[config.mk]
export PLATFORM = sky130hd
export DESIGN_NAME = freq_moving_avg
export DESIGN_NICKNAME = d
export VERILOG_FILES = /design/src/verilog/doppler_pkg.sv /design/src/verilog/freq_moving_avg.sv
export VERILOG_INCLUDE_DIRS = /design/src /design/src/verilog
export SDC_FILE = /design/constraint.sdc
export NUM_CORES = 2
export LEC_CHECK = 0
export BUFFER_PORTS_ARGS = -buffer_cell sky130_fd_sc_hd__buf_2
export CAP_MARGIN = 30
export CORE_AREA = 2 2 557 780
export CTS_BUF_LIST = sky130_fd_sc_hd__clkbuf_16
export DETAILED_ROUTE_END_ITERATION = 12
export DIE_AREA = 0 0 559 782
export GPL_TIMING_DRIVEN = 0
export HOLD_SLACK_MARGIN = 0.02
export PLACE_DENSITY_LB_ADDON = 0.2
export SKIP_CTS_REPAIR_TIMING = 1
export SYNTH_ARGS = -nofsm -noshare
export SYNTH_HDL_FRONTEND = slang
export SYNTH_SLANG_ARGS = --single-unit
[constraint.sdc]
create_clock -name ce_clk -period 10 [get_ports ce_clk]
set_input_delay 1.5 -clock ce_clk [delete_from_list [all_inputs] [get_ports ce_clk]]
set_output_delay 1.5 -clock ce_clk [all_outputs]
set_load 0.005 [all_outputs]
[src/verilog/doppler_params.svh]
`ifndef DOPPLER_PARAMS_SVH
`define DOPPLER_PARAMS_SVH

// ------------------------------------------------------------------------
// Settings register addresses
// ------------------------------------------------------------------------
`define SR_THRESHOLD    8'd194
`define SR_OFFSET       8'd195
`define SR_ZC_AVG_LOG2  8'd197
`define SR_RATE_HZ      8'd198

// Register reset values
`define THRESHOLD_RESET 32'd0
`define OFFSET_RESET    32'd0
`define AVG_LOG2_RESET  8'd0
`define RATE_HZ_RESET   32'd1000000000

// Datapath widths
`define SAMPLE_W        16
`define FREQ_W          32

// Longest moving average is 2**7 values
`define AVG_MAX_LOG2    7

// Readback filler for unmapped addresses
`define RB_BAD          64'h0BADC0DE0BADC0DE

`endif

[src/verilog/doppler_pkg.sv]
`include "doppler_params.svh"

package doppler_pkg;

  // One complex baseband beat
  typedef struct packed {
    logic signed [`SAMPLE_W-1:0] i;
    logic signed [`SAMPLE_W-1:0] q;
  } iq_sample_t;

  typedef struct packed {
    logic signed [`SAMPLE_W-1:0] i_part;
    logic signed [`SAMPLE_W-1:0] q_part;
  } set_halves_t;

  // Settings word, either one value or per-channel halves
  typedef union packed {
    logic [31:0] raw;
    set_halves_t halves;
  } set_word_u;

  typedef struct packed {
    logic      stb;
    logic [7:0] addr;
    set_word_u data;
  } set_bus_t;

  // Divider request, chan 0 is I and chan 1 is Q
  typedef struct packed {
    logic                      chan;
    logic signed [`FREQ_W-1:0] period;
  } div_req_t;

  typedef struct packed {
    logic                      chan;
    logic signed [`FREQ_W-1:0] freq;
  } div_rsp_t;

endpackage

[src/verilog/freq_moving_avg.sv]
`timescale 1ns/100ps
`include "doppler_params.svh"

module freq_moving_avg
  import doppler_pkg::*;
(
  input  logic                      ce_clk,
  input  logic                      ce_rst,
  input  logic signed [`FREQ_W-1:0] i_freq,
  input  logic                      i_valid,
  input  logic [7:0]                i_log2_len,
  input  logic                      i_clear,
  output logic signed [`FREQ_W-1:0] o_avg,
  output logic                      o_avg_valid
);

  localparam int LW       = `AVG_MAX_LOG2;
  localparam int HIST_LEN = 1 << LW;
  localparam int SUM_W    = `FREQ_W + LW;

  logic signed [`FREQ_W-1:0] hist [HIST_LEN];
  logic [HIST_LEN-1:0]       filled;
  logic [LW-1:0]             ptr;
  logic [LW-1:0]             base_ptr;
  logic [LW-1:0]             mask;
  logic signed [SUM_W-1:0]   sum;
  logic signed [SUM_W-1:0]   base_sum;
  logic signed [SUM_W-1:0]   sum_next;
  logic signed [SUM_W-1:0]   sum_shift;
  logic signed [`FREQ_W-1:0] leaving;

  // Window wraps at 2**k entries
  assign mask = LW'((8'd1 << i_log2_len) - 8'd1);

  // A clear in the same cycle starts from an empty window
  assign base_ptr = i_clear ? '0 : ptr;
  assign base_sum = i_clear ? '0 : sum;
  // Unwritten slots count as zero
  assign leaving  = (i_clear || !filled[ptr]) ? '0 : hist[ptr];

  assign sum_next  = base_sum + SUM_W'(i_freq) - SUM_W'(leaving);
  assign sum_shift = sum_next >>> i_log2_len;

  always_ff @(posedge ce_clk) begin
    if (ce_rst) begin
      filled      <= '0;
      ptr         <= '0;
      sum         <= '0;
      o_avg_valid <= 1'b0;
    end else begin
      o_avg_valid <= i_valid;
      if (i_clear) begin
        filled <= '0;
        ptr    <= '0;
        sum    <= '0;
      end
      if (i_valid) begin
        filled[base_ptr] <= 1'b1;
        ptr              <= (base_ptr + 1'b1) & mask;
        sum              <= sum_next;
      end
    end
  end

  always_ff @(posedge ce_clk) begin
    if (i_valid) begin
      hist[base_ptr] <= i_freq;
      o_avg          <= sum_shift[`FREQ_W-1:0];
    end
  end

endmodule

==> results list <==
* DRC: 0
- Row generation in the floorplan step produced 285 rows.
- Across all layers, the routed design uses 86647 vias.
- Each instance of the synthesized netlist takes up on average ~21 µm².
- Number of I/O port buffers: 73
- Among the stages of the critical path, the cell type that occurs most often is sky130_fd_sc_hd__mux4_2.
* Number of I/O pins: 77
* Required arrival time at the worst endpoint: 10.73 ns
- The tool flagged a number of max-cap violations equal to 0.
* Setup Skew: between 0.08 and 0.09 ns
* Number of library cell types mapped by synthesis: 108
- The first global-routing pass estimated 730300 µm of wire.
- Final hold vios: 0
- Period utilization: 100.4%
- WS Path Type: reg -> reg
- Count of flip-flops with a built-in enable after synthesis: 4128
- Along the worst path, the maximum fanout reaches 10.
- In this run switching power makes up 23.73% of total power.
- Internal power comes to just under 30 mW.
* Largest net degree at the start of global routing: 97
- In this run the number of cells on the critical path is 23.
* Number of standard cells after synthesis: 8060
* Synth-to-Final Area Change: 15.66%
- The worst-case IR drop observed on VDD is 0.1675 mV.
- TritonRoute pass-1 iters: 9
- H-tree depth reported by CTS: 5
* Cell family with most CP delay: compound AO/OA/AOI/OAI gates
- Global routing used 27.36% of the available met1 tracks.
- Registers are responsible for 50.8% of the overall power.
- Clock transition at the registers of the reported paths: 0.07 ns
* Wire length per cell after detailed routing: approximately 36 µm
- For this design the total switching power over the nets is 9.271 mW.
* Buffer levels on the longest clock path: 4
* Static leakage: 61.44 nW
* Violation count after the first detailed-routing iteration: 9912
- For this run, global-route usage on met3 was measured as under 10%.
- Relative slew slack: 24.58%
- Sum of buffers and inverters on the critical path: 6
* Slowest stage cell, crit path: sky130_fd_sc_hd__clkbuf_2
- For this run, global-route usage on met2 was measured as ~44%.
* Unrepaired setup endpoints after global routing: false
- Slew at the pin with the worst max-slew slack: 1.121 ns
- Power density of the placed cells: 196.9 nW/µm²
- Dividing the detail-routed via count by the number of cells gives 5.789.
* Nets@finish: slightly below 9000
- Based on the critical path, the design can be clocked at up to 0.09957 GHz.
- Last weighted congestion value of the routability-driven placer: a little under 1
- Proportion of layout cells with a drive suffix above 1: about 29%
* Clock latency of the later-clocked register in the worst-skew pair: 1.00 ns
- Root buf cell: sky130_fd_sc_hd__clkbuf_16
- The path class of the tightest hold or removal check is reg -> reg.
- STA puts the critical path data arrival time at 10.77 ns.
* Max Transition Viols Final: 0
- In the global route stage, overall resource usage came out at 24.15%.
- Share of the yosys chip area belonging to registers: approximately three quarters
- In this run, the clock network consumes slightly above 40% of the power.
- The floorplan step set the die width to 559 µm.
- CP cell instances: clkbuf_1, clkbuf_2, clkbuf_1, mux4_2, mux4_2, mux4_2, mux2i_1, nor2_1, fa_1, inv_1, ha_1, buf_6, a21oi_1, o21ai_0, a21boi_0, o21a_1, a21oi_1, a211oi_1, buf_2, o22ai_1, o311ai_0, o221ai_1, o21ai_0
- For this run, the number of standard cells in the final layout without fillers is 14968.
- Clock tree from TritonCTS: done
- The initial antenna violation count was 45.
- Routed Wire Length: 532600 µm
- Failing checks: negative setup slack
- Cell depth of the worst hold path: 2
* Critical path startpoint category: flip-flop
- The floorplan step set the die height to 782 µm.
* Warnings, synthesis: 0
- Of all flip-flops after synthesis, the portion carrying an async set or reset was 0%.
- Clock tree synthesis inserted a total of 412 buffers.
* Largest stage delay on the critical path: 0.80 ns
- Detailed placement finished with a half-perimeter wire length of 380700 µm.
- When the netlist entered floorplanning its net count stood at 8184.
* Number of fill cells: 35602
- Once detail routing completed, the nets flagged for antenna violations numbered 0.
- Post-synth top flop: sky130_fd_sc_hd__edfxtp_1
* Capturing element type of the critical path: flip-flop
- Shortest clock period the worst path allows after layout: approximately 10 ns
- Mapped Area: 171600 µm²
- Combinational cells account for 8.8% of the total power.
* GRT busiest layer: met2
* Worst reg2reg path depth: 23
* Inst Count DP: 14136
* Register bit count reported by yosys: 4303
- Final WS setup: -0.04367 ns
* Result of the run: complete, but fails checks
- The number of global-route vias before repair came to roughly 89000.
- The total area inside the core boundary comes to 429700 µm².
- Final Setup Violations: 4
- Number of clock sinks seen by CTS: 4303
* Power, Total: 39.07 mW
- Die area: about 440000 µm²
* Total gr overflow: 0
- Initial Util: 39.93%
## worst register-to-register path, stage by stage, from the launching register on
cell and delay [ns]:
sky130_fd_sc_hd__dfxtp_2 0.59, sky130_fd_sc_hd__clkbuf_1 0.46, sky130_fd_sc_hd__clkbuf_2 0.80, sky130_fd_sc_hd__clkbuf_1 0.74, sky130_fd_sc_hd__mux4_2 0.46, sky130_fd_sc_hd__mux4_2 0.68
sky130_fd_sc_hd__mux4_2 0.68, sky130_fd_sc_hd__mux2i_1 0.48, sky130_fd_sc_hd__nor2_1 0.20, sky130_fd_sc_hd__fa_1 0.53, sky130_fd_sc_hd__inv_1 0.04, sky130_fd_sc_hd__ha_1 0.28
sky130_fd_sc_hd__buf_6 0.15, sky130_fd_sc_hd__a21oi_1 0.30, sky130_fd_sc_hd__o21ai_0 0.29, sky130_fd_sc_hd__a21boi_0 0.46, sky130_fd_sc_hd__o21a_1 0.19, sky130_fd_sc_hd__a21oi_1 0.06
sky130_fd_sc_hd__a211oi_1 0.47, sky130_fd_sc_hd__buf_2 0.28, sky130_fd_sc_hd__o22ai_1 0.12, sky130_fd_sc_hd__o311ai_0 0.54, sky130_fd_sc_hd__o221ai_1 0.53, sky130_fd_sc_hd__o21ai_0 0.47
## state kept, by name (all words and copies together), names as in the netlist
name         cells
o_avg           32
o_avg_valid      1
sum             39
hist          4096
filled         128
ptr              7
## per-layer routing
layer | part of all wire, % | vias up
met2 | 54 | 3296
met5 | 0.068 | -
met1 | 35 | 47228
li1 | - | 35233
met3 | 5.6 | 872
met4 | 5.0 | 18
## logic make-up after synthesis
logic type | Yosys count | synth area share, %
multiplexers | 1453 | 18.61
AO/OA/AOI/OAI | 598 | 2.329
flip-flops | 4303 | 74.28
adder cells (fa/ha/maj) | 81 | 0.7554
buffers and inverters | 709 | 1.673
XOR/XNOR | 29 | 0.1524
AND/OR/NAND/NOR | 887 | 2.193
## final timing paths
kind,start,end,slack (ns)
worst max-delay path,ptr[1],o_avg[26],-0.04
worst min-delay path,filled[49],filled[49],0.47
worst max register to register,ptr[1],o_avg[26],-0.04
worst min register to register,filled[49],filled[49],0.47
## area by class of cell
class                      count  area (µm²)  share of cell area, %
timing repair buffer         354        5907                  2.976
inverter                     258       968.4                 0.4879
buffer                       447        1977                 0.9961
clock inverter               348        3159                  1.592
tap                         5740        7182                  3.619
multi-input combinational   3048       41310                  20.82
sequential                  4303      127500                  64.22
antenna                       56       140.1                0.07061
clock buffer                 414       10360                  5.220
## synth_stat cells, drive strengths merged (6+ instances only)
library cell / instances / area share (%)
and2: 10 / 0.039
o21a: 16 / 0.070
nand2: 450 / 0.99
o41ai: 6 / 0.031
o221ai: 14 / 0.071
a221oi: 8 / 0.044
edfxtp: 4128 / 72
o22ai: 18 / 0.066
a31oi: 21 / 0.085
a21o: 21 / 0.093
nand2b: 6 / 0.022
nor2: 252 / 0.55
inv: 255 / 0.56
buf: 141 / 0.42
o21ai: 79 / 0.24
dfxtp: 175 / 2.0
a21oi: 249 / 0.73
or2: 9 / 0.033
a21boi: 6 / 0.026
fa: 38 / 0.44
nand3: 27 / 0.079
clkbuf: 310 / 0.69
nor4: 13 / 0.047
o311ai: 8 / 0.041
a211oi: 21 / 0.11
o211ai: 25 / 0.11
a311oi: 7 / 0.066
or3: 13 / 0.047
mux2: 10 / 0.068
xnor2: 19 / 0.10
o2111ai: 6 / 0.031
xor2: 10 / 0.051
a22o: 7 / 0.036
ha: 42 / 0.31
nand4: 20 / 0.073
a2111oi: 8 / 0.060
nor3b: 6 / 0.026
mux4: 1389 / 18
nor3: 50 / 0.15
mux2i: 54 / 0.32
a211o: 17 / 0.087
and3: 12 / 0.044
## power by group through the flow
| stage | Sequential, mW | Combinational [mW] | Clock [mW] |
|---|---|---|---|
| 6_report | 19.8 | 3.45 | 15.8 |
| 5_1_grt | 19.8 | 3.63 | 16.6 |
| 4_1_cts | 19.8 | 3.42 | 16.0 |
| 3_5_place_dp | 20.2 | 3.40 | 0 |
| 3_3_place_gp | 20.3 | 3.26 | 0 |
| 2_1_floorplan | 20.2 | 1.83 | 0 |
## per-stage QoR
stage | utilization, % | hold WS (ns) | setup TNS [ns] | instance area, µm² | worst slack [ns]
2_1_floorplan | - | 0.4331 | 0 | 171600 | 3.156
3_3_place_gp | 41.69 | 0.4445 | -50.64 | 179100 | -1.892
3_5_place_dp | 42.93 | 0.4537 | -22.79 | 184500 | -0.9428
4_1_cts | 46.08 | 0.4662 | -25.02 | 198000 | -1.015
5_1_grt | 46.17 | 0.4764 | 0 | 198400 | 0.008366
6_report | 46.19 | 0.4667 | -0.1057 | 198500 | -0.04367
## cell usage in the layout (no fill, tap or decap), types with 27 or more instances in the layout
master,netlist,routed
sky130_fd_sc_hd__a21oi_1,247,246
sky130_fd_sc_hd__buf_1,63,51
sky130_fd_sc_hd__buf_12,0,100
sky130_fd_sc_hd__buf_16,0,65
sky130_fd_sc_hd__buf_2,58,114
sky130_fd_sc_hd__buf_6,12,36
sky130_fd_sc_hd__buf_8,0,98
sky130_fd_sc_hd__bufinv_16,0,48
sky130_fd_sc_hd__clkbuf_1,307,263
sky130_fd_sc_hd__clkbuf_16,0,414
sky130_fd_sc_hd__clkbuf_2,0,40
sky130_fd_sc_hd__clkinv_1,3,96
sky130_fd_sc_hd__clkinv_2,0,84
sky130_fd_sc_hd__dfxtp_1,175,174
sky130_fd_sc_hd__diode_2,0,56
sky130_fd_sc_hd__edfxtp_1,4128,4128
sky130_fd_sc_hd__fa_1,38,38
sky130_fd_sc_hd__ha_1,42,42
sky130_fd_sc_hd__inv_1,254,198
sky130_fd_sc_hd__inv_2,1,131
sky130_fd_sc_hd__mux2i_1,54,54
sky130_fd_sc_hd__mux4_2,1389,1389
sky130_fd_sc_hd__nand2_1,449,449
sky130_fd_sc_hd__nand3_1,27,27
sky130_fd_sc_hd__nor2_1,251,251
sky130_fd_sc_hd__nor3_1,49,47
sky130_fd_sc_hd__o21ai_0,72,72
(Power assumes the default switching activity.)
