`config.mk`:
```
export PLATFORM = sky130hd
export DESIGN_NAME = iq_freq_combine
export DESIGN_NICKNAME = d
export VERILOG_FILES = /design/src/verilog/doppler_pkg.sv /design/src/verilog/iq_freq_combine.sv
export VERILOG_INCLUDE_DIRS = /design/src /design/src/verilog
export SDC_FILE = /design/constraint.sdc
export NUM_CORES = 1
export LEC_CHECK = 0
export BUFFER_PORTS_ARGS = -buffer_cell sky130_fd_sc_hd__buf_2
export CORE_MARGIN = 8
export CORE_UTILIZATION = 49
export CTS_BUF_LIST = sky130_fd_sc_hd__clkbuf_8
export DETAILED_ROUTE_END_ITERATION = 7
export PLACE_DENSITY = 0.77
export SLEW_MARGIN = 10
export SYNTH_ARGS = -nofsm -noshare
export SYNTH_HDL_FRONTEND = slang
export SYNTH_SLANG_ARGS = --single-unit
```
`constraint.sdc`:
```
create_clock -name ce_clk -period 4 [get_ports ce_clk]
set_input_delay 0 -clock ce_clk [delete_from_list [all_inputs] [get_ports ce_clk]]
set_output_delay 0 -clock ce_clk [all_outputs]
set_load 0.05 [all_outputs]
```
`src/verilog/doppler_params.svh`:
```
`ifndef DOPPLER_PARAMS_SVH
`define DOPPLER_PARAMS_SVH

// ------------------------------------------------------------------------
// Settings register addresses
// ------------------------------------------------------------------------
`define SR_THRESHOLD    8'd194
`define SR_OFFSET       8'd195
`define SR_ZC_AVG_LOG2  8'd197
`define SR_RATE_HZ      8'd198

// Register reset values
`define THRESHOLD_RESET 32'd0
`define OFFSET_RESET    32'd0
`define AVG_LOG2_RESET  8'd0
`define RATE_HZ_RESET   32'd1000000000

// Datapath widths
`define SAMPLE_W        16
`define FREQ_W          32

// Longest moving average is 2**7 values
`define AVG_MAX_LOG2    7

// Readback filler for unmapped addresses
`define RB_BAD          64'h0BADC0DE0BADC0DE

`endif

```
`src/verilog/doppler_pkg.sv`:
```
`include "doppler_params.svh"

package doppler_pkg;

  // One complex baseband beat
  typedef struct packed {
    logic signed [`SAMPLE_W-1:0] i;
    logic signed [`SAMPLE_W-1:0] q;
  } iq_sample_t;

  typedef struct packed {
    logic signed [`SAMPLE_W-1:0] i_part;
    logic signed [`SAMPLE_W-1:0] q_part;
  } set_halves_t;

  // Settings word, either one value or per-channel halves
  typedef union packed {
    logic [31:0] raw;
    set_halves_t halves;
  } set_word_u;

  typedef struct packed {
    logic      stb;
    logic [7:0] addr;
    set_word_u data;
  } set_bus_t;

  // Divider request, chan 0 is I and chan 1 is Q
  typedef struct packed {
    logic                      chan;
    logic signed [`FREQ_W-1:0] period;
  } div_req_t;

  typedef struct packed {
    logic                      chan;
    logic signed [`FREQ_W-1:0] freq;
  } div_rsp_t;

endpackage

```
`src/verilog/iq_freq_combine.sv`:
```
`timescale 1ns/100ps
`include "doppler_params.svh"

module iq_freq_combine
  import doppler_pkg::*;
(
  input  logic                      ce_clk,
  input  logic                      ce_rst,
  input  logic signed [`FREQ_W-1:0] i_avg_i,
  input  logic                      i_avg_i_valid,
  input  logic signed [`FREQ_W-1:0] i_avg_q,
  input  logic                      i_avg_q_valid,
  input  logic                      i_ready,
  output logic signed [`FREQ_W-1:0] o_est,
  output logic                      o_valid,
  output logic signed [`FREQ_W-1:0] o_avg_i_hold,
  output logic signed [`FREQ_W-1:0] o_avg_q_hold
);

  logic signed [`FREQ_W-1:0] next_i;
  logic signed [`FREQ_W-1:0] next_q;
  logic [`FREQ_W:0]          pair_sum;
  logic                      update;

  assign update = i_avg_i_valid | i_avg_q_valid;
  assign next_i = i_avg_i_valid ? i_avg_i : o_avg_i_hold;
  assign next_q = i_avg_q_valid ? i_avg_q : o_avg_q_hold;

  // Sign extend, add, drop the LSB for the mean
  assign pair_sum = {next_i[`FREQ_W-1], next_i} + {next_q[`FREQ_W-1], next_q};

  always_ff @(posedge ce_clk) begin
    if (ce_rst) begin
      o_avg_i_hold <= '0;
      o_avg_q_hold <= '0;
      o_valid      <= 1'b0;
    end else if (update) begin
      o_avg_i_hold <= next_i;
      o_avg_q_hold <= next_q;
      o_valid      <= 1'b1;
    end else if (o_valid && i_ready) begin
      o_valid <= 1'b0;
    end
  end

  // Newer estimate overwrites one still waiting
  always_ff @(posedge ce_clk) begin
    if (update) begin
      o_est <= pair_sum[`FREQ_W:1];
    end
  end

endmodule

```
==> metrics.txt, run 1 <==
DR DRC count 0; share of layout cells above drive strength 1 0.367; Max Fclk 349 MHz; Cells after Synth 497; max-slew violations 0; Yosys reg bits 97; initial DRC count 222; H-tree depth 3; core area 10400 µm²; post-route ant nets 0; Crit Path Category input pin to flop; Power Density 462 nW/µm²; crit share post-route 0.715; DRT Pass-1 Iters 4; synth unique cells 55; Least-Margin Pin Slew 1.18 ns; final WL 13900 µm; initial antenna violation count 0; post-route insts no fill 811; Sink Count 97; Final Critical Period 2.86 ns; vias in the first global route 4519; placer congestion estimate 0.871; Die ar. 14300 µm²; CP startpoint i_avg_i_valid; Clk pin slew, worst setup/hold paths 0.09 ns; critical path endpoint category flop; worst clock skew 0.0125 ns; Total GRT Usage 0.190; Die Y 120 µm; placed cells 776; critical hold path startpoint i_avg_i[28]; Slew HR 0.212; ranking of synthesized cells by area dfxtp_1, edfxtp_1, mux2_2; status completed; WL/cell 17.1 µm; synthesized area 5250 µm²; Root Driver clkbuf_8; CTS Buf Count 9; RSZ-0062 raised after global routing no; CTS tree built; synth warn 0; EDFF count, synth 32; routed vias 4302; vias per cell 5.30; sum of negative setup slack 0 ns; DP Wirelength 10600 µm; final hold vios 0; Clk Latency, worst-skew pair 0.36 ns; syn_area_per_cell 10.6 µm²; r2r startpoint o_avg_i_hold[0]; ys async rst share 0; first-pass GRT wire length 22400 µm; Yosys top cell area share 0.248; largest area contributor in the netlist dfxtp_1; Worst VDD drop 214 µV; sequential-to-total area share from yosys stat 0.431; critical path required time 4.11 ns; maxcap violations 0; Nets 771; Synth Flop Type dfxtp_1; row cnt 37; Port Buffer Count 165; die width 120 µm; largest net degree at the start of global routing 66; syn nets 598; Worst EP arrival 2.97 ns; n_diodes 0; endpoints failing setup 0; HP Class input pin to flop; Worst Path Max Fanout 26; Max Root-Sink Buffers 2; crit start category input pin; I/O pins 166; Area Growth Syn to Fin 25.3%; initial core utilization 0.506; leak pwr 3.08 nW; GR Overflow Total 0
## per-stage QoR
step            util  hold slack (ns)  worst slack, ns  instance area, µm²  total power [mW]
2_1_floorplan      -            0.183             1.17                5250              2.06
3_3_place_gp   0.594            0.294            0.787                6160              2.31
3_5_place_dp   0.594            0.314            0.732                6160              2.31
4_1_cts        0.634        0.0000504             1.14                6580              3.06
5_1_grt        0.634         0.000642            0.928                6580              3.18
6_report       0.634           0.0106             1.14                6580              3.04
## registers in the layout, summed over array words and instances, names as in the netlist
register      cells
o_valid           1
o_avg_q_hold     32
o_est            32
o_avg_i_hold     32
## Yosys cell counts, drive strengths merged, types with 3 or more instances
cell type and count:
edfxtp 32, a21o 15, dfxtp 65, nand4 6
ha 31, a21oi 39, nor2b 64, xor2 14
a211oi 3, xnor2 15, o21bai 6, nand3 3
nand2 26, and4 3, mux2 62, buf 5
o21ai 16, a31oi 4, nor2 15, inv 8
o211ai 4, nor3 6, o21a 4, clkbuf 19
## layout by cell type (no fill, tap or decap), types with 2 or more instances in the layout
cell type        n
nor3_1           6
nand2_1         25
a31oi_1          3
dfxtp_1         65
a21oi_1         39
mux2_2          62
nand4_1          6
dlygate4sd3_1   19
ha_1            31
buf_4            2
buf_2          165
xnor2_1         15
a2111oi_0        2
xor2_1          14
nor2_1          15
a41oi_1          2
o31a_1           2
inv_1           12
o21ai_0         14
bufinv_16        3
o21ai_1          2
edfxtp_1        32
or2_2            2
and4_1           3
o21bai_1         6
clkbuf_8         9
o21a_1           4
o211ai_1         4
nor2b_1         64
a21o_1          15
nand3_1          2
nor4b_1          2
nor3b_1          2
a211oi_1         3
## per-layer routing
metal  GRT usage  up-vias  share of wire
met5           0        -              0
met4      0.0640        0          0.010
met3      0.0483       12          0.058
met2       0.319      121           0.48
met1       0.233     2033           0.45
li1            -     2136              -
## cells by family after synthesis
group | after synthesis | share of synthesized area
buffers and inverters | 32 | 0.0250
DFF | 97 | 0.431
and+or+nand+nor | 137 | 0.147
AOI/OAI and AO/OA | 106 | 0.133
xor gates and xnor gates | 29 | 0.0484
adders and majority gates | 32 | 0.0777
muxes | 64 | 0.138
## critical path, cell delays in order
cell and delay (ns):
buf_2 0.54, mux2_2 0.43, ha_1 0.36, a21oi_1 0.12, o21a_1 0.20, o31a_1 0.32
a21boi_0 0.49, a21o_1 0.28, a21oi_1 0.10, xnor2_1 0.13
## final timing paths
check	endpoint	slack (ns)	depth (start not counted)
setup / recovery	o_est[25]	1.14	10
hold / removal	o_avg_i_hold[28]	0.01	3
setup reg to reg	o_est[25]	1.16	10
hold reg to reg	o_valid	0.50	2
## layout make-up
class | instances | area, µm²
clock buffer | 9 | 124
fill | 892 | 3790
tap | 136 | 170
multi-input combinational | 368 | 2860
timing repair buffer | 186 | 1030
inverter | 8 | 30.0
clock inverter | 7 | 105
sequential | 97 | 2260
## report_power, final
part,switching [mW],internal [mW],total (mW),leakage [nW]
sequential,0.0400,1.16,1.20,0.868
combinational,0.773,0.337,1.11,2.09
clock,0.323,0.407,0.730,0.128
total,1.14,1.90,3.04,3.08
## what timing repair did
action	in CTS	in global routing
endpoints found under the hold margin	19	0
hold buffers	19	0
setup buffers	0	0
resized for setup	0	0
Power figures use the tool's default switching activity.
==> run 2, diff against run 1 <==
--- a/config.mk
+++ b/config.mk
@@ -8,10 +8,10 @@
 export LEC_CHECK = 0
 export BUFFER_PORTS_ARGS = -buffer_cell sky130_fd_sc_hd__buf_2
 export CORE_MARGIN = 8
-export CORE_UTILIZATION = 49
+export CORE_UTILIZATION = 48
 export CTS_BUF_LIST = sky130_fd_sc_hd__clkbuf_8
 export DETAILED_ROUTE_END_ITERATION = 7
-export PLACE_DENSITY = 0.77
+export PLACE_DENSITY = 0.79
 export SLEW_MARGIN = 10
 export SYNTH_ARGS = -nofsm -noshare
 export SYNTH_HDL_FRONTEND = slang
==> constraint.sdc (replaced) <==
create_clock -name ce_clk -period 2.6 [get_ports ce_clk]
set_input_delay 0 -clock ce_clk [delete_from_list [all_inputs] [get_ports ce_clk]]
set_output_delay 0 -clock ce_clk [all_outputs]
set_load 0.05 [all_outputs]
==> run 2 against run 1 <==
  * The run now ends with setup timing left
  * Cell count is 12% higher
  * Sequential share of layout area is 4.1 points lower
  * Flip-flop and latch count stayed put
  * Clock-buffer cell count stayed put
  * First-iteration DRC count is 24% higher
  * Power is 62% higher
  * Core utilization is 7.5 points higher
  * Non-clock buffer count is 89 higher
  * Clock skew is 0.0037 ns lower
  * Routed wire length is 14% higher
  * Worst setup slack worse by 1.1 ns
  * Clock power is 41% higher
  * Highest routed layer unchanged
==> metrics.txt, run 2 (synthesized netlist as in run 1, its figures left out) <==
status finished with violations; failing checks setup timing; critical path endpoint category flop; Slew HR 0.209; pre-CTS setup slack -0.205 ns; die width 121 µm; Total GRT Usage 0.212; routed vias 4695; initial antenna violation count 1; most frequent cells in the layout buf_2, buf_4, nor2b_1, mux2_2, dfxtp_2; Reg2Reg Depth 9; setup slack, reg-to-reg -0.009 ns; Worst VDD drop 373 µV; hold path depth 3; post-route ant nets 0; worst clock skew 0.00889 ns; row cnt 38; Sink Count 97; vias in the first global route 5129; largest net degree at the start of global routing 66; first-pass GRT wire length 25200 µm; Max Root-Sink Buffers 2; DR DRC count 0; final hold vios 0; DRT Pass-1 Iters 4; Fillers 780; H-tree depth 3; max-slew violations 0; post-layout util 0.709; endpoints failing setup 1; Worst Path Max Fanout 3; I/O pins 166; leak pwr 3.56 nW; Power Density 644 nW/µm²; hold endpoint o_avg_i_hold[9]; Crit Path Category flop to flop; Seq. cell area 2310 µm²; post-route insts no fill 905; Root Driver clkbuf_8; vias per cell 5.19; CTS tree built; CP max stage delay 0.49 ns; crit share post-route 1.00; most frequent CP cell a21o_1; critical hold path startpoint i_avg_i[9]; Port Buffer Count 165; CP max stage cell a2111oi_0; initial DRC count 276; Worst EP arrival 2.75 ns; Clk pin slew, worst setup/hold paths 0.10 ns; Max Fclk 383 MHz; WL/cell 17.4 µm; placed cells 851; Design Power 4.91 mW; Nets 860; crit start category flop; initial core utilization 0.489; top flop regs o_avg_i_hold x32, o_avg_q_hold x32, o_est x32; Setup WS post-layout -0.00883 ns; Die ar. 14500 µm²; Least-Margin Pin Slew 1.19 ns; critical path required time 2.74 ns; r2r startpoint o_avg_i_hold[23]; Die Y 121 µm; placer congestion estimate 0.882; Final Critical Period 2.61 ns; share of layout cells above drive strength 1 0.518; CTS Buf Count 9; maxcap violations 0; area of the multi-input gates 3140 µm²; Cell Chain, Critical Path mux2_2, ha_1, a21o_1, a21o_1, a21o_1, a2111oi_0, nor2_1, a31oi_2, xnor2_1; core area 10700 µm²; commonest non-fill, non-tap cell in the layout buf_2; Area Growth Syn to Fin 45.2%; GR Overflow Total 0; Hold Slack 0.00200 ns; HP Class input pin to flop; RSZ-0062 raised after global routing yes; Clk Latency, worst-skew pair 0.37 ns; final WL 15800 µm; reg2reg end o_est[29]; DP Wirelength 11800 µm
## run 2: changes by cell type in the layout (fill, tap and decap cells not counted), moves of 9 or more
cell / delta
mux2_4: +9
mux2_2: -9
ha_4: +12
buf_4: +74
dlygate4sd3_1: +12
dfxtp_2: +36
ha_1: -12
dfxtp_1: -36
## run 2: power breakdown
| part | internal, mW | total [mW] | switching [mW] |
|---|---|---|---|
| clock network | 0.455 | 1.03 | 0.575 |
| logic | 0.741 | 2.02 | 1.28 |
| registers | 1.79 | 1.86 | 0.0721 |
## run 2: final cells by class
type / instances / area share
clock buffer: 9 / 0.0163
sequential: 97 / 0.303
multi-input combinational: 368 / 0.412
clock inverter: 7 / 0.00985
antenna: 1 / 0.000328
timing repair buffer: 275 / 0.232
inverter: 8 / 0.00394
tap: 140 / 0.0230
## run 2: layer usage
layer | vias up | global-route usage | routed length (µm) | part of all wire
met5 | - | 0 | 0 | 0
met4 | 0 | 0.0687 | 206 | 0.013
met3 | 15 | 0.0517 | 1060 | 0.067
met2 | 143 | 0.374 | 8010 | 0.51
met1 | 2233 | 0.245 | 6480 | 0.41
li1 | 2304 | - | - | -
## run 2: timing repair
| action | 4_1_cts | 5_1_grt |
|---|---|---|
| setup endpoints to repair | 10 | 11 |
| resized for setup | 13 | 35 |
| hold buffers | 31 | 0 |
| gates cloned | 0 | 0 |
| setup buffers | 1 | 6 |
| pin swaps | 2 | 23 |
| endpoints found under the hold margin | 31 | 0 |
## run 2: critical path, delay by kind of cell (launching register included)
kind                       cells  cell delay, ns
and+or+nand+nor                1            0.11
AOI/OAI and AO/OA              5            1.23
muxes                          1            0.27
DFF                            1            0.33
adders and majority gates      1            0.36
xor gates and xnor gates       1            0.07
## run 2: worst max path at each step
stage / depth (start not counted) / startpoint / endpoint / slack (ns)
finish: 9 / o_avg_i_hold[23] / o_est[29] / -0.009
global route: 9 / o_avg_i_hold[23] / o_est[29] / -0.15
CTS: 9 / o_avg_q_hold[3] / o_est[19] / 0.002
detailed placement: 11 / i_avg_q_valid / o_est[29] / -0.20
global placement: 10 / i_avg_i_valid / o_est[27] / -0.08
floorplan: 9 / o_avg_i_hold[9] / o_est[18] / -0.08
## run 2: metrics by stage
stage,instance area [µm²],setup TNS (ns)
final,7620,-0.00883
after global routing,7620,-0.256
after CTS,7400,0
after detailed placement,6780,-1.45
after global placement,6780,-0.395
after floorplan,5320,-0.152
