<file path="src/verilog/doppler_params.svh">
`ifndef DOPPLER_PARAMS_SVH
`define DOPPLER_PARAMS_SVH

// ------------------------------------------------------------------------
// Settings register addresses
// ------------------------------------------------------------------------
`define SR_THRESHOLD    8'd194
`define SR_OFFSET       8'd195
`define SR_ZC_AVG_LOG2  8'd197
`define SR_RATE_HZ      8'd198

// Register reset values
`define THRESHOLD_RESET 32'd0
`define OFFSET_RESET    32'd0
`define AVG_LOG2_RESET  8'd0
`define RATE_HZ_RESET   32'd1000000000

// Datapath widths
`define SAMPLE_W        16
`define FREQ_W          32

// Longest moving average is 2**7 values
`define AVG_MAX_LOG2    7

// Readback filler for unmapped addresses
`define RB_BAD          64'h0BADC0DE0BADC0DE

`endif

</file>
<file path="src/verilog/doppler_pkg.sv">
`include "doppler_params.svh"

package doppler_pkg;

  // One complex baseband beat
  typedef struct packed {
    logic signed [`SAMPLE_W-1:0] i;
    logic signed [`SAMPLE_W-1:0] q;
  } iq_sample_t;

  typedef struct packed {
    logic signed [`SAMPLE_W-1:0] i_part;
    logic signed [`SAMPLE_W-1:0] q_part;
  } set_halves_t;

  // Settings word, either one value or per-channel halves
  typedef union packed {
    logic [31:0] raw;
    set_halves_t halves;
  } set_word_u;

  typedef struct packed {
    logic      stb;
    logic [7:0] addr;
    set_word_u data;
  } set_bus_t;

  // Divider request, chan 0 is I and chan 1 is Q
  typedef struct packed {
    logic                      chan;
    logic signed [`FREQ_W-1:0] period;
  } div_req_t;

  typedef struct packed {
    logic                      chan;
    logic signed [`FREQ_W-1:0] freq;
  } div_rsp_t;

endpackage

</file>
<file path="src/verilog/doppler_settings.sv">
`timescale 1ns/100ps
`include "doppler_params.svh"

module doppler_settings
  import doppler_pkg::*;
(
  input  logic                      ce_clk,
  input  logic                      ce_rst,
  input  set_bus_t                  i_set,
  input  logic [7:0]                i_rb_addr,
  input  logic signed [`FREQ_W-1:0] i_period_i,
  input  logic signed [`FREQ_W-1:0] i_period_q,
  input  logic signed [`FREQ_W-1:0] i_avg_i,
  input  logic signed [`FREQ_W-1:0] i_avg_q,
  output set_word_u                 o_threshold,
  output set_word_u                 o_offset,
  output logic [`FREQ_W-1:0]        o_rate_hz,
  output logic [7:0]                o_avg_log2,
  output logic                      o_avg_clear,
  output logic [63:0]               o_rb_data
);

  // ------------------------------------------------------------------------
  // Register writes
  // ------------------------------------------------------------------------
  always_ff @(posedge ce_clk) begin
    if (ce_rst) begin
      o_threshold <= `THRESHOLD_RESET;
      o_offset    <= `OFFSET_RESET;
      o_rate_hz   <= `RATE_HZ_RESET;
      o_avg_log2  <= `AVG_LOG2_RESET;
      o_avg_clear <= 1'b0;
    end else begin
      o_avg_clear <= 1'b0;
      if (i_set.stb) begin
        case (i_set.addr)
          `SR_THRESHOLD: o_threshold <= i_set.data;
          `SR_OFFSET:    o_offset <= i_set.data;
          `SR_RATE_HZ:   o_rate_hz <= i_set.data.raw;
          `SR_ZC_AVG_LOG2: begin
            o_avg_log2  <= i_set.data.raw[7:0];
            o_avg_clear <= 1'b1;
          end
          default: begin
          end
        endcase
      end
    end
  end

  // ------------------------------------------------------------------------
  // Readback
  // ------------------------------------------------------------------------
  always_comb begin
    case (i_rb_addr)
      8'd0:    o_rb_data = {56'd0, o_avg_log2};
      8'd1:    o_rb_data = {i_period_i, i_period_q};
      8'd2:    o_rb_data = {i_avg_i, i_avg_q};
      8'd3:    o_rb_data = {o_threshold.halves.i_part, o_threshold.halves.q_part,
                            o_offset.halves.i_part, o_offset.halves.q_part};
      8'd4:    o_rb_data = {32'd0, o_rate_hz};
      default: o_rb_data = `RB_BAD;
    endcase
  end

  avg_log2_in_range : assert property (
    @(posedge ce_clk) disable iff (ce_rst) o_avg_log2 <= 8'(`AVG_MAX_LOG2))
    else $error("average exponent out of range");

endmodule

</file>
<file path="config.mk">
export PLATFORM = sky130hd
export DESIGN_NAME = doppler_settings
export DESIGN_NICKNAME = d
export VERILOG_FILES = /design/src/verilog/doppler_pkg.sv /design/src/verilog/doppler_settings.sv
export VERILOG_INCLUDE_DIRS = /design/src /design/src/verilog
export SDC_FILE = /design/constraint.sdc
export NUM_CORES = 1
export LEC_CHECK = 0
export BUFFER_PORTS_ARGS = -buffer_cell sky130_fd_sc_hd__buf_2
export CORE_AREA = 2 2 137 139
export DETAILED_ROUTE_END_ITERATION = 10
export DIE_AREA = 0 0 139 141
export PLACE_DENSITY = 0.77
export SLEW_MARGIN = 20
export SYNTH_ARGS = -nofsm -noshare
export SYNTH_HDL_FRONTEND = slang
export SYNTH_SLANG_ARGS = --single-unit
</file>
<file path="constraint.sdc">
create_clock -name ce_clk -period 6.5 [get_ports ce_clk]
set_clock_uncertainty 0.1 [all_clocks]
set_input_delay 1.3 -clock ce_clk [delete_from_list [all_inputs] [get_ports ce_clk]]
set_output_delay 1.3 -clock ce_clk [all_outputs]
set_load 0.005 [all_outputs]
</file>
==> run metrics, run 1 <==
Starting Density=0.3615; Leak=0.004150 uW; Synth top area share=0.3183; Syn. warnings=0; CTS tree=done; worst hold-check path type=flip-flop to flip-flop; Crit path arrival time=3.58 ns; Final Hold Vio Count=0; Worst Setup Start Kind=input port; CTS root buf=clkbuf_16; final setup violating endpoints=0; met3 Usage GRT=0.04280; Seq/Total Area, Yosys=0.3183; Vias/cell=5.248; Mapped Cells=757; CTS H-Tree Depth=3; CP required=5.10 ns; CTS max path bufs=2; total CTS buffers=9; Area growth syn-to-layout=31.66%; FF-to-FF Start=o_threshold[0]; routability cong.=0.8648; Post-CTS Setup Bufs=0; Worst Reg-to-Reg Cells=2; gr ovfl total=0; commonest non-fill, non-tap cell in the layout=buf_2; largest net degree at the start of global routing=85; top post-synthesis cells by area=dfxtp_1 32%, mux2i_1 19%, nand2b_1 12%; total I/O pin count=348; Clk pwr share=0.380; Syn Nets=936; die area=19600 um^2; RSZ-0062 raised after global routing=no; critical path capture point type=output pin; busiest grt layer=met2; DRT Pass-1 Iters=5; combinational share of power=0.151; clk_lat worst skew=0.34 ns; grt met2 use=0.3656; relative slew slack=0.2669; WS Path Type=input port to output pin; Tcrit/Tclk final=0.7662; global-route wire length before repair=34280 um; fin crit period=4.980 ns; max-cap violation count=0; Filler cells=1751; Sw Share=0.2664; PwrDens=158.1 nW/um^2; Place WS=1.591 ns; drt initial violations=379; num rows=50; Crit. Startpoint=i_rb_addr[1]; Final Worst Setup Slack=1.520 ns; core area=18270 um^2; GR Util All Layers=0.2216; drt total wl=23240 um; via count=6765; Internal=1009 uW; Post-Syn Area=6604 um^2; fraction of layout cells with a size suffix above 1=0.4057; leading cell types in the layout, fill and taps excluded=345 x buf_2, 126 x mux2i_1, 125 x nand2b_1, 105 x dfxtp_1, 78 x nor2_1; cts hold-fix bufs=0; top cell type by total area after synthesis=dfxtp_1; post-CTS sizing=0; FF-to-FF setup slack=5.64 ns; Worst-Margin Slew=1.096 ns; Psw=366.2 uW; diode count=0; worst min-delay path endpoint=o_threshold[23]; drt wl/cell=18.03 um; vias in the first global route=6209; post-DP HPWL=17040 um; IO Port Bufs=347; fmax=200.8 MHz; # DRC=0; Die Ht=141 um; Synth Register Bits=105; Fin Setup TNS=0 ns; Worst R2R End=o_threshold[0]; hold_sp=o_threshold[23]; worst-path fanout max=47; status=complete, no violations; Hold Path Depth=2; nets=1229; Flop pwr share=0.469; Peak supply drop=0.0001066 V; final max-slew violation count=0; antenna violations before repair=0; met1 GRT Util=0.2878; Yosys cell types=38; CTS sink cnt=105; synthesized area per cell=8.724 um^2; die width=139 um; clock-pin slew on the worst setup and hold paths=0.07 ns; Final ANT Viol Nets=0
flip-flops by register name, indices dropped and copies added, names as in the netlist:
signal / cells
o_rate_hz: 32
o_avg_log2: 8
o_offset: 32
o_threshold: 32
o_avg_clear: 1
logic make-up after synthesis:
| kind of cell | share of synthesized area |
|---|---|
| simple gates | 0.2546 |
| mux | 0.2490 |
| buf+inv | 0.04945 |
| flops | 0.3183 |
| compound gates | 0.1286 |
stage by stage:
step	instance area (um^2)	power (uW)	cells	utilization	hold WS (ns)
CTS	8685	1387	1289	0.4754	0.3886
global route	8695	1439	1289	0.4760	0.4133
global placement	8407	862.7	1273	0.4602	0.3708
finish	8695	1375	1289	0.4760	0.3854
floorplan	6604	779.2	757	-	0.3728
detailed placement	8407	865.5	1273	0.4602	0.3758
per-layer routing:
metal / share of wire / up-vias / wire length, um
met5: 0 / - / 0
met4: 0.023 / 0 / 523
met3: 0.065 / 42 / 1522
met2: 0.48 / 312 / 11060
met1: 0.44 / 3180 / 10140
li1: - / 3231 / -
cells in the mapped netlist:
cell type and count:
mux2i_1 126, nand2b_1 125, dfxtp_1 105, nor2_1 79, clkbuf_1 45, nand3b_1 44, mux2_2 34, a21oi_1 30
o21a_1 30, a22oi_1 21, o21ai_0 21, or2_2 16, buf_1 15, o22ai_1 8, a32oi_1 6, buf_2 6
a221oi_1 5, buf_6 5, nand2_1 5, o211ai_1 5, or3_1 3, a32o_1 2, and4b_1 2, inv_1 2
nand3_1 2, nor2b_1 2, nor3_2 2, a211oi_1 1, and3_1 1, buf_4 1, nand4_1 1, nand4b_1 1
nor3_1 1, nor3b_1 1, nor4b_1 1, or3b_2 1, or4_1 1, or4b_4 1
critical path, stage by stage:
cell,delay (ns)
buf_2,0.74
buf_4,0.48
nor2b_2,0.07
buf_4,0.26
a221oi_1,0.32
o21ai_0,0.14
buf_2,0.20
worst max-delay path by stage:
stage	slack (ns)	endpoint	depth (start not counted)
global route	1.39	o_rb_data[21]	7
global placement	1.60	o_rb_data[21]	7
CTS	1.58	o_rb_data[33]	5
detailed placement	1.59	o_rb_data[33]	5
finish	1.52	o_rb_data[19]	7
floorplan	2.42	o_rb_data[32]	5
cell type report:
type,instances,area [um^2],area share
multi-input combinational,578,4208,0.4840
sequential,105,2102,0.2418
timing repair buffer,354,1807,0.2078
tap,234,292.8,0.03367
clock buffer,9,225.2,0.02590
clock inverter,7,52.55,0.006044
inverter,2,7.507,0.0008634
power by group through the flow:
| stage | clock network, uW | registers (uW) | logic [uW] |
|---|---|---|---|
| finish | 523 | 644 | 208 |
| global placement | 0 | 659 | 203 |
| CTS | 536 | 644 | 207 |
| detailed placement | 0 | 659 | 206 |
| global route | 568 | 644 | 227 |
| floorplan | 0 | 659 | 120 |
(Power assumes the default switching activity.)
==> run 2: changes to the inputs <==
--- a/config.mk
+++ b/config.mk
@@ -7,10 +7,10 @@
 export NUM_CORES = 1
 export LEC_CHECK = 0
 export BUFFER_PORTS_ARGS = -buffer_cell sky130_fd_sc_hd__buf_2
-export CORE_AREA = 2 2 137 139
+export CORE_AREA = 2 2 134 136
 export DETAILED_ROUTE_END_ITERATION = 10
-export DIE_AREA = 0 0 139 141
-export PLACE_DENSITY = 0.77
+export DIE_AREA = 0 0 136 138
+export PLACE_DENSITY = 0.8
 export SLEW_MARGIN = 20
 export SYNTH_ARGS = -nofsm -noshare
 export SYNTH_HDL_FRONTEND = slang
==> constraint.sdc (replaced) <==
create_clock -name ce_clk -period 5.05 [get_ports ce_clk]
set_clock_uncertainty 0.1 [all_clocks]
set_input_delay 1.01 -clock ce_clk [delete_from_list [all_inputs] [get_ports ce_clk]]
set_output_delay 1.01 -clock ce_clk [all_outputs]
set_load 0.005 [all_outputs]
==> run 2 against run 1 <==
Net effect:
- utilization up 2.4 points
- hold slack improved by 0.0041 ns
- sequential share of layout area decreased by 0.18 points
- critical path depth is 2 lower
- highest routed layer is now met5
- critical path type unchanged
- combinational power rose by 29%
- final area grew 0.73%
- final cell count hardly changed
- power grew 35%
- global-route usage rose by 0.69 points
- register-to-register slack got worse by 1.4 ns
- non-clock buffer count rose by 4
==> run metrics, run 2 (same netlist as run 1, synthesis figures left out) <==
status=complete, no violations; clk_lat worst skew=0.34 ns; CTS max path bufs=2; largest net degree at the start of global routing=151; routability cong.=0.9259; relative slew slack=0.2558; vias in the first global route=6235; nets=1233; fraction of layout cells with a size suffix above 1=0.4060; drt total wl=22560 um; DRT Pass-1 Iters=5; fmax=246.7 MHz; leading cell types in the layout, fill and taps excluded=345 x buf_2, 126 x mux2i_1, 125 x nand2b_1, 105 x dfxtp_1, 78 x nor2_1; Vias/cell=5.207; fin util=0.4995; CP most frequent cell=buf_2; Tot Pwr=1861 uW; fin crit period=4.054 ns; post-DP HPWL=16860 um; post-CTS sizing=0; hold_sp=o_offset[16]; core area=17530 um^2; CP max-delay cell=a211oi_1; total CTS buffers=9; Post-CTS Setup Bufs=0; CTS H-Tree Depth=3; gr ovfl total=0; Final ANT Viol Nets=0; total I/O pin count=348; Tcrit/Tclk final=0.8027; cts hold-fix bufs=0; drt wl/cell=17.51 um; max incr delay on CP=0.68 ns; Worst-Margin Slew=1.113 ns; # DRC=0; global-route wire length before repair=33780 um; Worst Reg-to-Reg Cells=2; Fin Setup TNS=0 ns; CTS tree=done; Worst Setup Start Kind=input port; CP required=3.94 ns; largest registers=o_offset: 32 flops, o_rate_hz: 32 flops, o_threshold: 32 flops; Hold Path Depth=2; drt initial violations=392; CTS sink cnt=105; Final Hold Vio Count=0; Crit path arrival time=2.94 ns; PwrDens=212.5 nW/um^2; max-cap violation count=0; FF-to-FF setup slack=4.22 ns; commonest non-fill, non-tap cell in the layout=buf_2; die width=136 um; Starting Density=0.3766; worst-path fanout max=24; worst hold-check path type=flip-flop to flip-flop; antenna violations before repair=2; WS Path Type=input port to output pin; Leak=0.004191 uW; Critical Path, Cell by Cell=buf_2 > or3b_2 > a211oi_1 > o211ai_1 > buf_2; RSZ-0062 raised after global routing=no; die area=18770 um^2; final max-slew violation count=0; Peak supply drop=0.0001625 V; Worst R2R End=o_threshold[12]; worst min-delay path endpoint=o_offset[16]; Die Ht=138 um; critical path capture point type=output pin; via count=6707; CTS root buf=clkbuf_16; num rows=49; diode count=0; final setup violating endpoints=0; Area growth syn-to-layout=32.63%; GR Util All Layers=0.2284; IO Port Bufs=347; clock-pin slew on the worst setup and hold paths=0.07 ns; FF-to-FF Start=o_threshold[12]
run 2: cell type report:
type | count | area (um^2)
inverters | 2 | 7.507
fillers | 1685 | 8776
multi-input cells | 578 | 4198
clock inverters | 7 | 98.84
well taps | 229 | 286.5
flip-flops and latches | 105 | 2102
clock buffers | 9 | 225.2
repair buffers | 358 | 1841
run 2: per-layer routing:
layer / vias up / part of all wire / wire, um / GRT usage
li1: 3235 / - / - / -
met1: 3109 / 0.44 / 9911 / 0.3035
met2: 319 / 0.47 / 10580 / 0.3774
met3: 42 / 0.066 / 1478 / 0.03374
met4: 2 / 0.025 / 571 / 0.07730
met5: - / 0.00080 / 18 / 0
run 2: worst max path at each step:
stage                 start       endpoint  cells after the start
2_1_floorplan  i_rb_addr[5]  o_rb_data[32]                      5
3_3_place_gp   i_rb_addr[5]  o_rb_data[31]                      6
3_5_place_dp   i_rb_addr[1]  o_rb_data[14]                      5
4_1_cts        i_rb_addr[1]  o_rb_data[14]                      5
5_1_grt        i_rb_addr[1]  o_rb_data[14]                      5
6_report       i_rb_addr[1]  o_rb_data[14]                      5
run 2: where the power goes:
part	total [uW]	switching, uW	leakage (uW)	internal (uW)
logic	268	136	0.00319	132
clock network	765	325	0.000157	439
registers	829	1.03	0.000846	828
total	1860	462	0.00419	1400
run 2: critical path: cells and delay by family:
family / cells / cell delay [ns]
buffers and inverters: 2 / 0.43
AND/OR/NAND/NOR: 1 / 0.61
AO/OA/AOI/OAI: 2 / 0.88
run 2: stage by stage:
step,cell area (um^2),hold WS (ns),std cells,setup slack [ns]
after floorplan,6604,0.3728,757,1.554
after global placement,8431,0.3705,1272,1.091
after detailed placement,8431,0.3763,1272,1.059
after CTS,8755,0.3925,1288,1.055
after global routing,8758,0.4100,1288,0.8840
final,8758,0.3895,1288,0.9963
