## config.mk

```make
export PLATFORM = sky130hd
export DESIGN_NAME = freq_divider
export DESIGN_NICKNAME = d
export VERILOG_FILES = /design/src/verilog/doppler_pkg.sv /design/src/verilog/freq_divider.sv
export VERILOG_INCLUDE_DIRS = /design/src /design/src/verilog
export SDC_FILE = /design/constraint.sdc
export NUM_CORES = 1
export LEC_CHECK = 0
export BUFFER_PORTS_ARGS = -buffer_cell sky130_fd_sc_hd__buf_2
export CELL_PAD_IN_SITES_DETAIL_PLACEMENT = 0
export CELL_PAD_IN_SITES_GLOBAL_PLACEMENT = 1
export CORE_UTILIZATION = 41
export DETAILED_ROUTE_END_ITERATION = 6
export PLACE_DENSITY = 0.74
export SYNTH_ARGS = -nofsm -noshare
export SYNTH_HDL_FRONTEND = slang
export SYNTH_SLANG_ARGS = --single-unit
```

## constraint.sdc

```tcl
create_clock -name ce_clk -period 2.7 [get_ports ce_clk]
set_input_delay 0.135 -clock ce_clk [delete_from_list [all_inputs] [get_ports ce_clk]]
set_output_delay 0.135 -clock ce_clk [all_outputs]
set_load 0.01 [all_outputs]
```

## src/verilog/doppler_params.svh

```systemverilog
`ifndef DOPPLER_PARAMS_SVH
`define DOPPLER_PARAMS_SVH

// ------------------------------------------------------------------------
// Settings register addresses
// ------------------------------------------------------------------------
`define SR_THRESHOLD    8'd194
`define SR_OFFSET       8'd195
`define SR_ZC_AVG_LOG2  8'd197
`define SR_RATE_HZ      8'd198

// Register reset values
`define THRESHOLD_RESET 32'd0
`define OFFSET_RESET    32'd0
`define AVG_LOG2_RESET  8'd0
`define RATE_HZ_RESET   32'd1000000000

// Datapath widths
`define SAMPLE_W        16
`define FREQ_W          32

// Longest moving average is 2**7 values
`define AVG_MAX_LOG2    7

// Readback filler for unmapped addresses
`define RB_BAD          64'h0BADC0DE0BADC0DE

`endif

```

## src/verilog/doppler_pkg.sv

```systemverilog
`include "doppler_params.svh"

package doppler_pkg;

  // One complex baseband beat
  typedef struct packed {
    logic signed [`SAMPLE_W-1:0] i;
    logic signed [`SAMPLE_W-1:0] q;
  } iq_sample_t;

  typedef struct packed {
    logic signed [`SAMPLE_W-1:0] i_part;
    logic signed [`SAMPLE_W-1:0] q_part;
  } set_halves_t;

  // Settings word, either one value or per-channel halves
  typedef union packed {
    logic [31:0] raw;
    set_halves_t halves;
  } set_word_u;

  typedef struct packed {
    logic      stb;
    logic [7:0] addr;
    set_word_u data;
  } set_bus_t;

  // Divider request, chan 0 is I and chan 1 is Q
  typedef struct packed {
    logic                      chan;
    logic signed [`FREQ_W-1:0] period;
  } div_req_t;

  typedef struct packed {
    logic                      chan;
    logic signed [`FREQ_W-1:0] freq;
  } div_rsp_t;

endpackage

```

## src/verilog/freq_divider.sv

```systemverilog
`timescale 1ns/100ps
`include "doppler_params.svh"

module freq_divider
  import doppler_pkg::*;
(
  input  logic               ce_clk,
  input  logic               ce_rst,
  input  div_req_t           i_req,
  input  logic               i_valid,
  input  logic [`FREQ_W-1:0] i_rate_hz,
  output logic               o_ready,
  output div_rsp_t           o_rsp,
  output logic               o_rsp_valid
);

  localparam int CNT_W = $clog2(`FREQ_W) + 1;

  logic               busy;
  logic [CNT_W-1:0]   step;
  logic [`FREQ_W-1:0] dvs;
  logic [`FREQ_W-1:0] quo;
  logic [`FREQ_W-1:0] rem;
  logic [`FREQ_W:0]   rem_shift;
  logic               neg;
  logic               chan;
  logic               start;
  logic               last_step;

  assign o_ready   = ~busy;
  assign start     = i_valid & o_ready;
  assign last_step = (step == CNT_W'(`FREQ_W));

  // Dividend bits shift out of quo into the remainder
  assign rem_shift = {rem, quo[`FREQ_W-1]};

  // ------------------------------------------------------------------------
  // Control: accept, 32 iterations, sign and result
  // ------------------------------------------------------------------------
  always_ff @(posedge ce_clk) begin
    if (ce_rst) begin
      busy        <= 1'b0;
      step        <= '0;
      o_rsp_valid <= 1'b0;
    end else begin
      o_rsp_valid <= 1'b0;
      if (start) begin
        busy <= 1'b1;
        step <= '0;
      end else if (busy) begin
        if (last_step) begin
          busy        <= 1'b0;
          o_rsp_valid <= 1'b1;
        end else begin
          step <= step + 1'b1;
        end
      end
    end
  end

  // Restoring division of magnitudes
  always_ff @(posedge ce_clk) begin
    if (start) begin
      dvs  <= i_req.period[`FREQ_W-1] ? -i_req.period : i_req.period;
      quo  <= i_rate_hz;
      rem  <= '0;
      neg  <= i_req.period[`FREQ_W-1];
      chan <= i_req.chan;
    end else if (busy && !last_step) begin
      if (rem_shift >= {1'b0, dvs}) begin
        rem <= `FREQ_W'(rem_shift - {1'b0, dvs});
        quo <= {quo[`FREQ_W-2:0], 1'b1};
      end else begin
        rem <= rem_shift[`FREQ_W-1:0];
        quo <= {quo[`FREQ_W-2:0], 1'b0};
      end
    end else if (busy) begin
      o_rsp.chan <= chan;
      o_rsp.freq <= neg ? -$signed(quo) : $signed(quo);
    end
  end

endmodule

```

==> results of run 1 <==
cells in the final DEF (no fill, tap or decap), drive strengths merged, types with 25 or more instances in the layout:
cell type,n
buf,207
o31ai,25
nand3,26
ha,36
inv,59
dlygate4sd3,30
a21oi,54
o21ai,59
nor2,39
nand2,161
xnor2,76
dfxtp,40
edfxtp,99
layer usage:
metal  vias to the layer above  track usage (%)  wire length [um]
met5                         -                0                 0
met4                         0             5.71               267
met3                        23             4.60               849
met2                       153             36.6             11100
met1                      3460             30.0             10900
li1                       3650                -                 -
repair_timing:
item | in CTS | in global routing
setup buffers | 0 | 4
endpoints found under the hold margin | 31 | 0
gates resized for setup | 20 | 54
gates cloned | 0 | 3
endpoints found under the setup margin | 19 | 38
hold buffers | 30 | 0
pin swaps | 4 | 14
report_power, final:
group / leakage, nW / switching (W) / internal, W / total [W]
logic: 3.03 / 0.00224 / 0.00200 / 0.00424
registers: 1.27 / 0.000265 / 0.00267 / 0.00293
clock network: 0.278 / 0.00102 / 0.00130 / 0.00232
total: 4.58 / 0.00352 / 0.00597 / 0.00949
cell type report:
type	count	area share [%]
clock inverter	15	1.39
sequential	139	33.8
clock buffer	17	3.81
multi-input combinational	662	41.0
tap	265	2.97
antenna	1	0.0224
timing repair buffer	240	15.3
inverter	52	1.75
metrics by stage:
step | instances | utilization (%) | setup slack (ns)
finish | 1391 | 56.8 | -0.0204
global route | 1390 | 56.7 | -0.0994
CTS | 1383 | 54.9 | -0.00464
detailed placement | 1321 | 49.9 | -0.460
global placement | 1321 | 49.9 | -0.409
floorplan | 887 | - | -0.205
worst max-delay path, cell delays in order, from the launching register on:
cell	delay, ns
edfxtp_1	0.39
or3_4	0.42
nor4_4	0.25
nand4_1	0.25
or4_4	0.48
or3_4	0.38
o31ai_4	0.19
xnor2_1	0.10
registers in the layout, indices dropped and copies added (netlist names):
name,flops
neg,1
rem,32
chan,1
o_rsp,33
step,6
busy,1
dvs,32
quo,32
o_rsp_valid,1
cells by family (layout without fill, tap and decap cells):
family,Yosys count,in the layout
buf+inv,86,324
flops,139,139
fa+ha+maj,37,37
mux,11,11
other cells,0,1
xor+xnor,86,86
compound gates,218,218
simple gates,310,310
worst min path at each step:
stage / from / endpoint / slack [ns] / cells past startpoint
floorplan: ce_rst / busy / 0.21 / 1
global placement: i_req[32] / chan / 0.31 / 1
detailed placement: i_req[32] / chan / 0.33 / 1
CTS: i_rate_hz[1] / quo[1] / 0.0001 / 3
global route: i_rate_hz[2] / quo[2] / 0.009 / 3
finish: i_req[0] / dvs[0] / 0.02 / 2
==> flow_summary.yaml, run 1 <==
placement:
  placedInstanceArea_um2: 9810
  hpwl_um: 16400
  port_buffers: 102
  globalplace.congestion: 0.882
logic_synthesis:
  synth_xor_xnor_area_share_pct: 9.10
  syn_nets: 992
  synth-seq-area-share_pct: 45.6
  synthMostInstantiatedCell: "nand2_1"
  synth_seq_cells: 139
  synth_cells: 887
  synth_flop_cell: "edfxtp_1"
  synth_compound_area_share_pct: 17.0
  synthTopCellsByCount: "nand2_1 (161), edfxtp_1 (99), xnor2_1 (76)"
  synth.area.mux_share_pct: 1.33
  synth_top_family_by_area: "simple AND/OR/NAND/NOR gates"
  ys_async_sr_fraction_pct: 0
  synth_edf_count: 99
  synthAdderAreaFrac_pct: 5.69
  yosysWarnings: 0
  synth_top_area_share_pct: 35.9
  synth-simple-area-share_pct: 17.4
  yosys.area.top_type: "edfxtp_1"
  synth_cell_types: 57
  syn_avg_cell_area_um2: 9.33
  synth_area_um2: 8270
  synth_area_leaders: "edfxtp_1 (36%), dfxtp_1 (9.7%), xnor2_1 (8.0%)"
die:
  die_area_um2: 20800
  ios: 103
  coreArea_um2: 19700
  die_width_um: 144
  die_y_um: 144
  initial_utilization_pct: 42.1
  row_count: 51
timing:
  hold_violations: 0
  finalSetupViolCount: 2
  tns_ns: -0.0290
  rsz0062_at_grt: "true"
  final-max-slew-violation-count: 0
  layout_min_cycle_time_ns: 2.72
  fin_crit_sh_pct: 101
  layout_setup_ws_ns: -0.0204
  fmax_mhz: 368
  fin_skew_ns: 0.0126
  slew_headroom_pct: 46.9
  tightest_slew_ns: 0.797
  hold_ws_ns: 0.0170
power_and_ir_drop:
  power_density_nw_per_um2: 851
  ir_drop_mv: 0.487
  p_leak_nw: 4.58
  totalPowerFinal_w: 0.00949
worst_hold_path:
  hold_class: "in -> reg"
finish:
  drive_gt1_share_pct: 28.0
  regArea_um2: 3770
  area_growth_pct: 34.8
  stdcell_area_um2: 11200
  fillers: 1797
  multi_input_area_um2: 4570
  nNetsFinal: 1217
grt:
  grt_pass1_wl_um: 35500
  grt_start_max_net_pins: 69
  grt_util_all_layers_pct: 22.4
  first_global_vias: 6984
  overflow: 0
  grt_antenna_before_repair: 0
clock_network:
  worstSkewPairLatency_ns: 0.43
  cts_buffers: 17
  tritoncts: "done"
  clkSlewWorstSetupHoldPaths_ns: 0.06
  clock_tree.buffer_depth: 2
  cts_root_buf: "clkbuf_16"
  h-tree-depth: 4
  clock-sinks: 139
setup_path:
  rr_endpoint: "o_rsp[31]"
  startpoint_type: "flop"
  worstPathMaxFanout: 3
  cp_data_required_time_ns: 2.87
  critPathCapture: "o_rsp[31]"
  critPathArrivalTime_ns: 2.89
  r2r_setup_slack_ns: -0.02
  end_kind: "flop"
  setup.worst_path.start: "quo[12]"
  criticalPathCategory: "reg -> reg"
  reg2reg_depth: 7
  r2r-start: "quo[12]"
route:
  drc: 0
  routed_wl_um: 23000
  routed_via_density: 5.24
  drt-initial-drc-count: 477
  first_pass_iters: 5
  vias: 7286
  wl_per_cell_um: 16.6
  ant_nets: 0
run_status:
  violations: "setup timing"
  status: "complete, but fails checks"
run:
  maxCapViolCount: 0
Note: power is estimated with default switching activity, not from simulation.
==> inputs of run 2 (changes only) <==
--- a/config.mk
+++ b/config.mk
@@ -9,9 +9,9 @@
 export BUFFER_PORTS_ARGS = -buffer_cell sky130_fd_sc_hd__buf_2
 export CELL_PAD_IN_SITES_DETAIL_PLACEMENT = 0
 export CELL_PAD_IN_SITES_GLOBAL_PLACEMENT = 1
-export CORE_UTILIZATION = 41
+export CORE_UTILIZATION = 45
 export DETAILED_ROUTE_END_ITERATION = 6
-export PLACE_DENSITY = 0.74
+export PLACE_DENSITY = 0.77
 export SYNTH_ARGS = -nofsm -noshare
 export SYNTH_HDL_FRONTEND = slang
 export SYNTH_SLANG_ARGS = --single-unit
==> constraint.sdc (replaced) <==
create_clock -name ce_clk -period 2.55 [get_ports ce_clk]
set_input_delay 0.1275 -clock ce_clk [delete_from_list [all_inputs] [get_ports ce_clk]]
set_output_delay 0.1275 -clock ce_clk [all_outputs]
set_load 0.01 [all_outputs]
==> flow_summary.yaml, run 2 (synthesized netlist as in run 1, its figures left out) <==
grt:
  first_global_vias: 7142
  grt_util_all_layers_pct: 24.3
  grt_pass1_wl_um: 35100
  grt_start_max_net_pins: 69
  busiest_layer: "met2"
  met3_usage_pct: 4.56
  grt_antenna_before_repair: 1
  overflow: 0
  grt_use_met2_pct: 40.1
  grt_use_met1_pct: 31.7
run_status:
  violations: "setup timing"
  status: "complete, but fails checks"
die:
  die_area_um2: 18900
  row_count: 49
  ios: 103
  die_y_um: 138
  coreArea_um2: 18000
  die_width_um: 138
  initial_utilization_pct: 46.1
route:
  routed_wl_um: 22400
  wl_per_cell_um: 16.0
  ant_nets: 0
  drc: 0
  routed_via_density: 5.39
  drt-initial-drc-count: 383
  vias: 7556
  first_pass_iters: 5
setup_path:
  end_kind: "flop"
  worstPathMaxFanout: 2
  criticalPathCategory: "reg -> reg"
  critPathSlowestCell: "edfxtp_1"
  startpoint_type: "flop"
  path_common_cell: "a21o_1"
  cp_data_required_time_ns: 2.87
  crit_path_max_incr_delay_ns: 0.39
  critPathArrivalTime_ns: 2.98
  worstPathCellList: "ha_2 -> fa_2 -> nand2b_4 -> a2111oi_4 -> o21ai_2 -> a21boi_1 -> buf_4 -> o211ai_1 -> a21o_1 -> a21o_1 -> a32o_1"
power_and_ir_drop:
  power.switching_w: 0.00396
  ir_drop_mv: 0.633
  pwr-share-seq_pct: 29.2
  p_comb_share_pct: 48.1
  clock_power_share_pct: 22.7
  power_density_nw_per_um2: 907
  p_leak_nw: 4.89
  internal_power_w: 0.00670
  swShare_pct: 37.2
finish:
  fillers: 1489
  largest_reg_flops: 33
  antenna_cells: 0
  final_cell_mix: "nand2_1 (156), buf_4 (135), buf_2 (101), edfxtp_1 (99), xnor2_1 (73)"
  final_cell_count_no_fill: 1402
  fin_util_pct: 65.4
  drive_gt1_share_pct: 33.7
  final_common_cell: "nand2_1"
  nNetsFinal: 1265
  top_register: "o_rsp"
  area_growth_pct: 42.1
timing:
  hold_ws_ns: 0.0106
  hold_violations: 0
  fin_crit_sh_pct: 104
  final-max-slew-violation-count: 0
  tightest_slew_ns: 0.659
  rsz0062_at_grt: "true"
  layout_min_cycle_time_ns: 2.65
  finalSetupViolCount: 10
  fmax_mhz: 377
  slew_headroom_pct: 55.4
  fin_skew_ns: 0.0174
  layout_setup_ws_ns: -0.104
clock_network:
  cts_root_buf: "clkbuf_16"
  tritoncts: "done"
  clock_tree.buffer_depth: 2
  worstSkewPairLatency_ns: 0.44
  h-tree-depth: 4
  clock-sinks: 139
  clkSlewWorstSetupHoldPaths_ns: 0.07
  cts_buffers: 17
placement:
  globalplace.congestion: 0.906
  placed_cells: 1321
  port_buffers: 102
  place_worst_setup_slack_ns: -0.528
  hpwl_um: 15500
run:
  maxCapViolCount: 0
worst_hold_path:
  hold_class: "in -> reg"
==> run 2: changes by cell type in the layout (fill, tap and decap cells not counted), moves of 4 or more <==
cell | previous run | this run
buf_4 | 100 | 135
o21ai_0 | 53 | 34
o21ai_1 | 3 | 19
buf_6 | 2 | 10
a21oi_1 | 50 | 43
dlygate4sd3_1 | 30 | 36
a21oi_2 | 4 | 9
inv_1 | 49 | 44
inv_2 | 3 | 8
or3_4 | 5 | 10
or3_1 | 11 | 7
==> run 2: area by class of cell <==
type	count	area [um2]	share of cell area (%)
timing repair buffer	288	2120	18.0
clock inverter	15	151	1.29
clock buffer	17	425	3.62
multi-input combinational	662	4800	40.9
tap	229	287	2.44
sequential	139	3770	32.1
inverter	52	195	1.66
==> run 2: path summary, 6_finish.rpt <==
| path | from | to | slack [ns] | cells past startpoint |
|---|---|---|---|---|
| worst min register to register | chan | o_rsp[32] | 0.42 | 0 |
| worst min-delay path | i_rate_hz[31] | quo[31] | 0.01 | 3 |
| worst max-delay path | dvs[0] | rem[24] | -0.10 | 11 |
| worst max register to register | dvs[0] | rem[24] | -0.10 | 11 |
==> run 2: power groups by stage <==
stage | combinational [W] | sequential [W] | clock (W)
CTS | 0.00462 | 0.00308 | 0.00247
detailed placement | 0.00421 | 0.00311 | 0
floorplan | 0.00258 | 0.00307 | 0
global placement | 0.00418 | 0.00310 | 0
global route | 0.00559 | 0.00315 | 0.00255
finish | 0.00512 | 0.00311 | 0.00242
==> run 2: metrics by stage <==
step                      instance area, um2  TNS, ns  total power (W)
after floorplan                         8330    -2.03          0.00566
after global placement                 10100    -7.92          0.00728
after detailed placement               10100    -9.92          0.00732
after CTS                              11300   -0.200           0.0102
after global routing                   11800    -2.80           0.0113
final                                  11800   -0.560           0.0107
==> run 2: worst max-delay path: cells and delay by family, from the launching register on <==
family | cells | cell delay (ns)
compound gates | 7 | 1.30
fa+ha+maj | 2 | 0.54
buf+inv | 1 | 0.14
flops | 1 | 0.39
simple gates | 1 | 0.16
==> run 2: metal layers <==
layer | share of wire, % | vias to the layer above
met5 | 0 | -
met4 | 2.1 | 0
met3 | 4.4 | 30
met2 | 49 | 181
met1 | 45 | 3598
li1 | - | 3747
==> run 2: timing repair <==
item	4_1_cts	5_1_grt
pin swaps	22	44
gates cloned	1	0
buffers inserted	4	9
setup endpoints to repair	41	76
hold buffers	36	0
resized for setup	56	85
endpoints found under the hold margin	37	0
